File: src/source/cpu_settings.svh
// Core widths and memory depths, included by the package and every RTL block that sizes storage
`ifndef CPU_SETTINGS_SVH
`define CPU_SETTINGS_SVH

// Data path and instruction width
`define CPU_DATA_W 16

// Architectural registers R0 to R7
`define CPU_REG_COUNT 8

// Instruction memory in words, indexed by PC bits [8:1]
`define CPU_IMEM_DEPTH 256
`define CPU_IMEM_AW 8

// Data memory in words, indexed by address bits [8:1]
`define CPU_DMEM_DEPTH 256
`define CPU_DMEM_AW 8

`endif

File: src/source/cpu_pkg.sv
// Shared types and opcode constants for the 16-bit core, referenced by scoped name
`include "cpu_settings.svh"

package cpu_pkg;

    typedef logic [`CPU_DATA_W-1:0]            word_t;
    typedef logic [$clog2(`CPU_REG_COUNT)-1:0] regIdx_t;
    typedef logic [4:0]                        opcode_t;
    typedef logic [4:0]                        aluOp_t;
    typedef logic [1:0]                        regDst_t;  // Rd(I1), Rs, Rd(R), R7
    typedef logic [1:0]                        regSrc_t;  // PC+2, memory, ALU, compare
    typedef logic [1:0]                        bSrc_t;    // Rt, imm5, imm8, zero
    typedef logic [3:0]                        brKind_t;  // Transfer, conditional, test

    // Major opcodes in instr[15:11]
    localparam opcode_t OP_HALT  = 5'b00000;
    localparam opcode_t OP_NOP   = 5'b00001;
    localparam opcode_t OP_J     = 5'b00100;
    localparam opcode_t OP_JR    = 5'b00101;
    localparam opcode_t OP_JAL   = 5'b00110;
    localparam opcode_t OP_JALR  = 5'b00111;
    localparam opcode_t OP_ADDI  = 5'b01000;
    localparam opcode_t OP_SUBI  = 5'b01001;
    localparam opcode_t OP_XORI  = 5'b01010;
    localparam opcode_t OP_ANDNI = 5'b01011;
    localparam opcode_t OP_BEQZ  = 5'b01100;
    localparam opcode_t OP_BNEZ  = 5'b01101;
    localparam opcode_t OP_BLTZ  = 5'b01110;
    localparam opcode_t OP_BGEZ  = 5'b01111;
    localparam opcode_t OP_ST    = 5'b10000;
    localparam opcode_t OP_LD    = 5'b10001;
    localparam opcode_t OP_SLBI  = 5'b10010;
    localparam opcode_t OP_STU   = 5'b10011;
    localparam opcode_t OP_ROLI  = 5'b10100;
    localparam opcode_t OP_SLLI  = 5'b10101;
    localparam opcode_t OP_RORI  = 5'b10110;
    localparam opcode_t OP_SRLI  = 5'b10111;
    localparam opcode_t OP_LBI   = 5'b11000;
    localparam opcode_t OP_BTR   = 5'b11001;
    localparam opcode_t OP_SHF   = 5'b11010;  // ROL, SLL, ROR, SRL by funct
    localparam opcode_t OP_ARI   = 5'b11011;  // ADD, SUB, XOR, ANDN by funct
    localparam opcode_t OP_SEQ   = 5'b11100;
    localparam opcode_t OP_SLT   = 5'b11101;
    localparam opcode_t OP_SLE   = 5'b11110;
    localparam opcode_t OP_SCO   = 5'b11111;

    // ALU operations, the low two bits follow the opcode or funct bits
    localparam aluOp_t ALU_ADD  = 5'b00000;
    localparam aluOp_t ALU_SUB  = 5'b00001;  // b - a
    localparam aluOp_t ALU_XOR  = 5'b00010;
    localparam aluOp_t ALU_ANDN = 5'b00011;
    localparam aluOp_t ALU_ROL  = 5'b00100;
    localparam aluOp_t ALU_SLL  = 5'b00101;
    localparam aluOp_t ALU_ROR  = 5'b00110;
    localparam aluOp_t ALU_SRL  = 5'b00111;
    localparam aluOp_t ALU_BTR  = 5'b01000;
    localparam aluOp_t ALU_LBI  = 5'b01001;
    localparam aluOp_t ALU_SLBI = 5'b01010;
    localparam aluOp_t ALU_CMP  = 5'b01100;  // Low bits pick SEQ, SLT, SLE, SCO

    localparam brKind_t BR_NONE = 4'b0000;
    localparam brKind_t BR_JUMP = 4'b1000;
    localparam brKind_t BR_COND = 4'b1100;  // Low bits pick EQZ, NEZ, LTZ, GEZ

endpackage

File: src/source/ctrl_if.sv
// Decoded control bundle, driven by the instruction decoder and read by the datapath blocks
`timescale 1ns/1ps

interface ctrlIf;
    logic              regWrt;
    cpu_pkg::regDst_t  regDst;
    cpu_pkg::regSrc_t  regSrc;
    cpu_pkg::bSrc_t    bSrc;
    logic              zeroExt;  // Immediate is zero extended
    logic              immSrc;   // PC offset from imm8, else disp11
    cpu_pkg::aluOp_t   aluOp;
    logic              aluSign;  // Signed compare
    logic              aluJmp;   // Jump target from ALU result
    logic              memWrt;
    logic              memRead;
    cpu_pkg::brKind_t  brKind;
    logic              nHalt;
    logic              err;

    modport dec (
        output regWrt, regDst, regSrc, bSrc, zeroExt, immSrc,
        output aluOp, aluSign, aluJmp, memWrt, memRead, brKind,
        output nHalt, err
    );

    modport dp (
        input regWrt, regDst, regSrc, bSrc, zeroExt, immSrc,
        input aluOp, aluSign, aluJmp, memWrt, memRead, brKind,
        input nHalt, err
    );
endinterface

File: src/source/alu.sv
// Combinational ALU with shifts, bit reverse, byte immediates and the compare flag
`timescale 1ns/1ps
`include "cpu_settings.svh"

module alu (
    ctrlIf.dp              ctl,
    input  cpu_pkg::word_t a,
    input  cpu_pkg::word_t b,
    output cpu_pkg::word_t result,
    output logic           cmpFlag
);
    localparam int SHW = $clog2(`CPU_DATA_W);

    logic [SHW-1:0]           shAmt;
    logic [2*`CPU_DATA_W-1:0] rolWide;
    logic [2*`CPU_DATA_W-1:0] rorWide;
    logic [`CPU_DATA_W:0]     sum;
    cpu_pkg::word_t           reversed;
    logic                     lessThan;
    logic                     equal;

    assign shAmt   = b[SHW-1:0];
    assign rolWide = {a, a} << shAmt;   // Upper half is the left rotate
    assign rorWide = {a, a} >> shAmt;   // Lower half is the right rotate
    assign sum     = {1'b0, a} + {1'b0, b};

    always_comb begin
        for (int i = 0; i < `CPU_DATA_W; i++) begin
            reversed[i] = a[`CPU_DATA_W-1-i];
        end
    end

    always_comb begin
        case (ctl.aluOp)
            cpu_pkg::ALU_SUB:  result = b - a;
            cpu_pkg::ALU_XOR:  result = a ^ b;
            cpu_pkg::ALU_ANDN: result = a & ~b;
            cpu_pkg::ALU_ROL:  result = rolWide[2*`CPU_DATA_W-1:`CPU_DATA_W];
            cpu_pkg::ALU_SLL:  result = a << shAmt;
            cpu_pkg::ALU_ROR:  result = rorWide[`CPU_DATA_W-1:0];
            cpu_pkg::ALU_SRL:  result = a >> shAmt;
            cpu_pkg::ALU_BTR:  result = reversed;
            cpu_pkg::ALU_LBI:  result = b;
            cpu_pkg::ALU_SLBI: result = (a << 8) | b;
            cpu_pkg::ALU_ADD:  result = sum[`CPU_DATA_W-1:0];
            default:           result = sum[`CPU_DATA_W-1:0];  // Compares
        endcase
    end

    assign equal    = (a == b);
    assign lessThan = ctl.aluSign ? ($signed(a) < $signed(b)) : (a < b);

    always_comb begin
        case (ctl.aluOp[1:0])
            2'b00:   cmpFlag = equal;             // SEQ
            2'b01:   cmpFlag = lessThan;          // SLT
            2'b10:   cmpFlag = lessThan | equal;  // SLE
            default: cmpFlag = sum[`CPU_DATA_W];  // SCO carry out
        endcase
    end

endmodule

File: src/flat_wrapper.sv
// flat-port wrapper written by rule: the top's interface ports become plain ports
module alu_flat 
  (a, b, result, cmpFlag, ctl_regWrt, ctl_regDst, ctl_regSrc, ctl_bSrc, ctl_zeroExt, ctl_immSrc, ctl_aluOp, ctl_aluSign, ctl_aluJmp, ctl_memWrt, ctl_memRead, ctl_brKind, ctl_nHalt, ctl_err);
  ctrlIf ctl_i ();
  input  cpu_pkg::word_t a;
  input  cpu_pkg::word_t b;
  output cpu_pkg::word_t result;
  output logic cmpFlag;
  input wire logic [$bits(ctl_i.regWrt)-1:0] ctl_regWrt;
  input wire logic [$bits(ctl_i.regDst)-1:0] ctl_regDst;
  input wire logic [$bits(ctl_i.regSrc)-1:0] ctl_regSrc;
  input wire logic [$bits(ctl_i.bSrc)-1:0] ctl_bSrc;
  input wire logic [$bits(ctl_i.zeroExt)-1:0] ctl_zeroExt;
  input wire logic [$bits(ctl_i.immSrc)-1:0] ctl_immSrc;
  input wire logic [$bits(ctl_i.aluOp)-1:0] ctl_aluOp;
  input wire logic [$bits(ctl_i.aluSign)-1:0] ctl_aluSign;
  input wire logic [$bits(ctl_i.aluJmp)-1:0] ctl_aluJmp;
  input wire logic [$bits(ctl_i.memWrt)-1:0] ctl_memWrt;
  input wire logic [$bits(ctl_i.memRead)-1:0] ctl_memRead;
  input wire logic [$bits(ctl_i.brKind)-1:0] ctl_brKind;
  input wire logic [$bits(ctl_i.nHalt)-1:0] ctl_nHalt;
  input wire logic [$bits(ctl_i.err)-1:0] ctl_err;
  assign ctl_i.regWrt = ctl_regWrt;
  assign ctl_i.regDst = ctl_regDst;
  assign ctl_i.regSrc = ctl_regSrc;
  assign ctl_i.bSrc = ctl_bSrc;
  assign ctl_i.zeroExt = ctl_zeroExt;
  assign ctl_i.immSrc = ctl_immSrc;
  assign ctl_i.aluOp = ctl_aluOp;
  assign ctl_i.aluSign = ctl_aluSign;
  assign ctl_i.aluJmp = ctl_aluJmp;
  assign ctl_i.memWrt = ctl_memWrt;
  assign ctl_i.memRead = ctl_memRead;
  assign ctl_i.brKind = ctl_brKind;
  assign ctl_i.nHalt = ctl_nHalt;
  assign ctl_i.err = ctl_err;
  alu u_core (.ctl(ctl_i), .a(a), .b(b), .result(result), .cmpFlag(cmpFlag));
endmodule
File: config.mk
export PLATFORM = sky130hd
export DESIGN_NAME = alu_flat
export DESIGN_NICKNAME = d
export VERILOG_FILES = /design/src/source/cpu_pkg.sv /design/src/source/ctrl_if.sv /design/src/source/alu.sv /design/src/flat_wrapper.sv
export VERILOG_INCLUDE_DIRS = /design/src /design/src/source
export SDC_FILE = /design/constraint.sdc
export NUM_CORES = 1
export LEC_CHECK = 0
export BUFFER_PORTS_ARGS = -buffer_cell sky130_fd_sc_hd__buf_2
export CAP_MARGIN = 15
export CORE_ASPECT_RATIO = 1.1
export CORE_MARGIN = 2
export CORE_UTILIZATION = 50
export DETAILED_ROUTE_END_ITERATION = 8
export PLACE_DENSITY = 0.81
export SETUP_SLACK_MARGIN = 0.05
export SLEW_MARGIN = 20
export SYNTH_ARGS = -nofsm -noshare
export SYNTH_HDL_FRONTEND = slang
export SYNTH_SLANG_ARGS = --single-unit
File: constraint.sdc
create_clock -name vclk -period 3.05
set_input_delay 0 -clock vclk [all_inputs]
set_output_delay 0 -clock vclk [all_outputs]
set_load 0.01 [all_outputs]
==> results of run 1 <==
## power breakdown
| group | leakage [uW] | switching [uW] | internal [uW] | total, uW |
|---|---|---|---|---|
| sequential | 0 | 0 | 0 | 0 |
| combinational | 0.00221 | 610 | 363 | 973 |
| clock | 0 | 0 | 0 | 0 |
| total | 0.00221 | 610 | 363 | 973 |
## synth_stat cells (all sizes together) (10+ instances only)
master and number:
inv 49, nor2 64, o21ai 57, ha 47, nor3 21, nand3 15
nand4 10, and2 12, buf 26, nand2 72, a211oi 13, a221oi 12
clkbuf 36, mux4 17, a21oi 54, mux2i 28, o211ai 13
## final cells by class
cell class         count  area [um^2]  share of cell area (%)
inverters             50        187.7                   3.694
multi-input cells    585         4205                   82.76
well taps            114        142.6                   2.807
repair buffers        91        545.5                   10.74
## how the worst min path moves through the flow
stage,startpoint,endpoint,cells past startpoint
3_3_place_gp,b[15],cmpFlag,5
4_1_cts,b[15],cmpFlag,5
6_report,b[15],cmpFlag,5
5_1_grt,b[15],cmpFlag,5
3_5_place_dp,b[15],cmpFlag,5
2_1_floorplan,a[15],result[0],4
## routing by layer
metal	global-route usage (%)	wire length [um]
met1	49.85	7206
met2	60.27	8840
met3	6.362	2513
met4	21.94	1420
met5	0	0
## metrics by stage
step / std cells / hold slack, ns
2_1_floorplan: 697 / 0.2508
3_3_place_gp: 840 / 0.5307
3_5_place_dp: 840 / 0.5556
4_1_cts: 840 / 0.5590
5_1_grt: 840 / 0.6024
6_report: 840 / 0.5579
## cell families after synthesis
group / count (synthesis) / share of synthesized area [%]
xor gates and xnor gates: 7 / 1.314
muxes: 47 / 14.70
and+or+nand+nor: 234 / 24.11
adders and majority gates: 49 / 13.47
buffers and inverters: 112 / 10.17
AOI/OAI and AO/OA: 248 / 36.24
## what timing repair did
item / 4_1_cts / 5_1_grt
resized for setup: 0 / 2
setup endpoints to repair: 0 / 1
hold buffers: 0 / 0
==> metrics, run 1 <==
final wirelength 19.98 mm; gp weighted congestion 1.073; final-stage net count 833; initial antenna violation count 0; Hold Vio Cnt, Final 0; Detailed Route Iter0 Violations 643; largest net degree at the start of global routing 39; GRT Util Overall 38.74%; register area share after synthesis 0%; Leak 0.002215 uW; most frequent cells in the layout nand2_1 (72), nor2_1 (64), buf_2 (55), a21oi_1 (53), inv_1 (48); GR Overflow Total 0; DRC 0; Critical Path Fanout Max 14; Synth Cell Area 4664 um^2; vias in the first global route 5631; Post-DP Area 5066 um^2; Final period util 89.79%; Rel. slew slack 41.95%; Max Cap Violations 0; most common cell after layout, fill and taps aside nand2_1; RSZ-0062 raised after global routing false; IO buf count 55; setup TNS 0 ns; Max VDD drop 0.00009745 V; Finished Cell Area 5081 um^2; die area 10120 um^2; drt wl/cell 23.79 um; Rows 36; HP Class input port to output port; Die Wd 96.09 um; P per Cell Area 191.4 nW/um^2; Worst Setup EP result[11]; DP HPWL 15.25 mm; synthesized area per cell 6.692 um^2; Synth Net Count 802; slowest cell on the critical path ha_1; fin. max-slew vios 0; I/O Pins 73; Yosys top cell area share 12.61%; crit path time final 2.739 ns; ratio of cells with drive above 1 in the final layout 16.80%; status completed; final setup violation count 0; CP Data Required Time 3.05 ns; filler cell count 888; P&R area growth vs syn 8.932%; Arrival @ worst endpoint 2.74 ns; Post-CTS Setup Bufs 0; Antenna Nets Post-Route 0; crit path from a[4]; ANT cells 0; first-pass GRT wire length 30.66 mm; Gate Count Post-Synth 697; vias post-DR 6045; Bufs and invs on worst path 3; YS warnings 0; crit-path cells buf_2, inv_1, ha_1, and3_1, a21oi_1, nand4_1, a41oi_1, o2bb2ai_1, o21ai_0, nand4_1, buf_2; critical path depth 11; register area 0 um^2; Fmax achieved 365.2 MHz; initial core utilization 52.04%; largest cells by area after synthesis ha_1 (13%), mux4_2 (8.2%), mux2i_1 (6.0%); Cell variety after synth 74; Vert. Die Dim 105.3 um; slowest stage delay, CP 0.49 ns; worst slack at placement 0.3170 ns; Final WS setup 0.3115 ns; Worst-Margin Slew 0.8698 ns; Seq Cell Count 0; largest area contributor in the synthesized netlist ha_1; crit start category input port; critical path class input port to output port; core footprint 8964 um^2; DR vias/cell 7.196; Worst path top cell family by delay compound AO/OA/AOI/OAI gates; clock buffers 0; DRT Pass-1 Iters 9; final core occ 56.69%; Design Power 972.5 uW; CP Capture Type output port
(Power assumes the default switching activity.)
==> run 2, diff against run 1 <==
--- a/config.mk
+++ b/config.mk
@@ -12,7 +12,8 @@
 export CORE_MARGIN = 2
 export CORE_UTILIZATION = 50
 export DETAILED_ROUTE_END_ITERATION = 8
-export PLACE_DENSITY = 0.81
+export GPL_TIMING_DRIVEN = 0
+export PLACE_DENSITY = 0.75
 export SETUP_SLACK_MARGIN = 0.05
 export SLEW_MARGIN = 20
 export SYNTH_ARGS = -nofsm -noshare
==> metrics, run 2 (synthesis results as in run 1) <==
status completed (unchanged); register area 0 um^2 (unchanged); ANT cells 0 (unchanged); I/O Pins 73 (unchanged); Max VDD drop 0.0001548 V (was 0.00009745 V); most frequent cells in the layout nand2_1 (72), nor2_1 (64), buf_2 (59), a21oi_1 (53), inv_1 (48) (was nand2_1 (72), nor2_1 (64), buf_2 (55), a21oi_1 (53), inv_1 (48)); Final period util 98.10% (was 89.79%); DRC 0 (unchanged); HP Start b[11] (was b[15]); Rows 36 (unchanged); Critical Path Fanout Max 6 (was 14); hold_buf cts 0 (unchanged); Antenna Nets Post-Route 0 (unchanged); setup TNS 0 ns (unchanged); worst slack at placement -0.1039 ns (was 0.3170 ns); Detailed Route Iter0 Violations 797 (was 643); filler cell count 921 (was 888); P&R area growth vs syn 9.871% (was 8.932%); Hold Vio Cnt, Final 0 (unchanged); DR vias/cell 7.384 (was 7.196); die area 10120 um^2 (unchanged); Max Cap Violations 0 (unchanged); Arrival @ worst endpoint 2.99 ns (was 2.74 ns); crit path from b[0] (was a[4]); final wirelength 23.26 mm (was 19.98 mm); most common cell after layout, fill and taps aside nand2_1 (unchanged); core footprint 8964 um^2 (unchanged); DP HPWL 17.89 mm (was 15.25 mm); GRT Util Overall 45.22% (was 38.74%); initial core utilization 52.04% (unchanged); Hold Path Stages 6 (was 5); largest net degree at the start of global routing 14 (was 39); GR Overflow Total 0 (unchanged); critical path class input port to output port (unchanged); vias in the first global route 6057 (was 5631); clock buffers 0 (unchanged); ratio of cells with drive above 1 in the final layout 14.44% (was 16.80%); Hold Path Sink result[11] (was cmpFlag); drt wl/cell 26.98 um (was 23.79 um); Final WS setup 0.05801 ns (was 0.3115 ns); RSZ-0062 raised after global routing true (was false); initial antenna violation count 0 (unchanged); Seq Cell Count 0 (unchanged); crit path time final 2.992 ns (was 2.739 ns); Leak 0.002185 uW (was 0.002215 uW); final setup violation count 0 (unchanged); DRT Pass-1 Iters 7 (was 9); Worst-Margin Slew 0.8824 ns (was 0.8698 ns); Die Wd 96.09 um (unchanged); Vert. Die Dim 105.3 um (unchanged); multi-input combinational cell area 4235 um^2 (was 4205 um^2); first-pass GRT wire length 34.88 mm (was 30.66 mm); CP Data Required Time 3.05 ns (about the same); Rel. slew slack 41.07% (was 41.95%); P per Cell Area 200.4 nW/um^2 (was 191.4 nW/um^2); vias post-DR 6365 (was 6045); HP Class input port to output port (unchanged); IO buf count 52 (was 55); crit start category input port (unchanged); Fmax achieved 334.2 MHz (was 365.2 MHz); CP Capture Type output port (unchanged); final-stage net count 855 (was 833); fin. max-slew vios 0 (unchanged); gp weighted congestion 1.067 (was 1.073)
## run 2: cell types whose count changed in the layout (fill, tap and decap cells not counted), moves of 2 or more
| cell | change |
|---|---|
| buf_1 | +8 |
| buf_2 | +4 |
| buf_4 | -28 |
| buf_6 | +3 |
| clkbuf_1 | +32 |
| clkbuf_4 | +2 |
## run 2: worst max-delay path, stage by stage
cell and delay (ns):
buf_2 0.14, buf_6 0.14, inv_2 0.14, ha_2 0.27, inv_1 0.09, fa_1 0.43, a21o_1 0.20, nand3_1 0.09
a21boi_1 0.14, o41ai_4 0.33, buf_4 0.20, o22ai_2 0.11, o21a_1 0.18, nor4_1 0.25, o21ai_1 0.10, buf_2 0.17
## run 2: area by class of cell
| cell class | count | share of cell area [%] |
|---|---|---|
| Multi-Input combinational cell | 585 | 82.64 |
| Buffer | 59 | 5.493 |
| Timing Repair Buffer | 54 | 5.420 |
| Inverter | 50 | 3.662 |
| Tap cell | 114 | 2.783 |
## run 2: how the worst max path moves through the flow
| stage | to | slack, ns | cells past startpoint |
|---|---|---|---|
| 5_1_grt | result[14] | -0.03 | 16 |
| 3_5_place_dp | result[14] | -0.10 | 14 |
| 6_report | result[14] | 0.06 | 16 |
| 3_3_place_gp | result[14] | -0.04 | 14 |
| 4_1_cts | result[14] | 0.09 | 14 |
| 2_1_floorplan | result[15] | 0.85 | 10 |
## run 2: stage by stage
| stage | cell area [um^2] | util [%] | power (uW) | hold slack, ns | instances |
|---|---|---|---|---|---|
| 5_1_grt | 5125 | 57.17 | 1080 | 0.5567 | 862 |
| 2_1_floorplan | 4664 | - | 628.1 | 0.2508 | 697 |
| 6_report | 5125 | 57.17 | 1027 | 0.5384 | 862 |
| 4_1_cts | 5081 | 56.69 | 965.1 | 0.5318 | 861 |
| 3_5_place_dp | 5067 | 56.53 | 953.7 | 0.5295 | 863 |
| 3_3_place_gp | 5067 | 56.53 | 934.7 | 0.5137 | 863 |
## run 2: what timing repair did
item | in CTS | in global routing
setup endpoints to repair | 6 | 6
resized for setup | 3 | 10
buffers inserted | 1 | 1
pin swaps | 1 | 1
## run 2: layer usage
metal  vias up  global-route usage (%)  share of wire, %
met4         0                   31.22               9.1
met5         -                       0                 0
met3       159                   10.01                12
met1      2960                   54.93                35
met2       516                   69.54                44
li1       2730                       -                 -
## run 2: report_power, final
| part | leakage, uW | switching, uW | total, uW | internal [uW] |
|---|---|---|---|---|
| registers | 0 | 0 | 0 | 0 |
| clock network | 0 | 0 | 0 | 0 |
| logic | 0.00219 | 668 | 1030 | 359 |
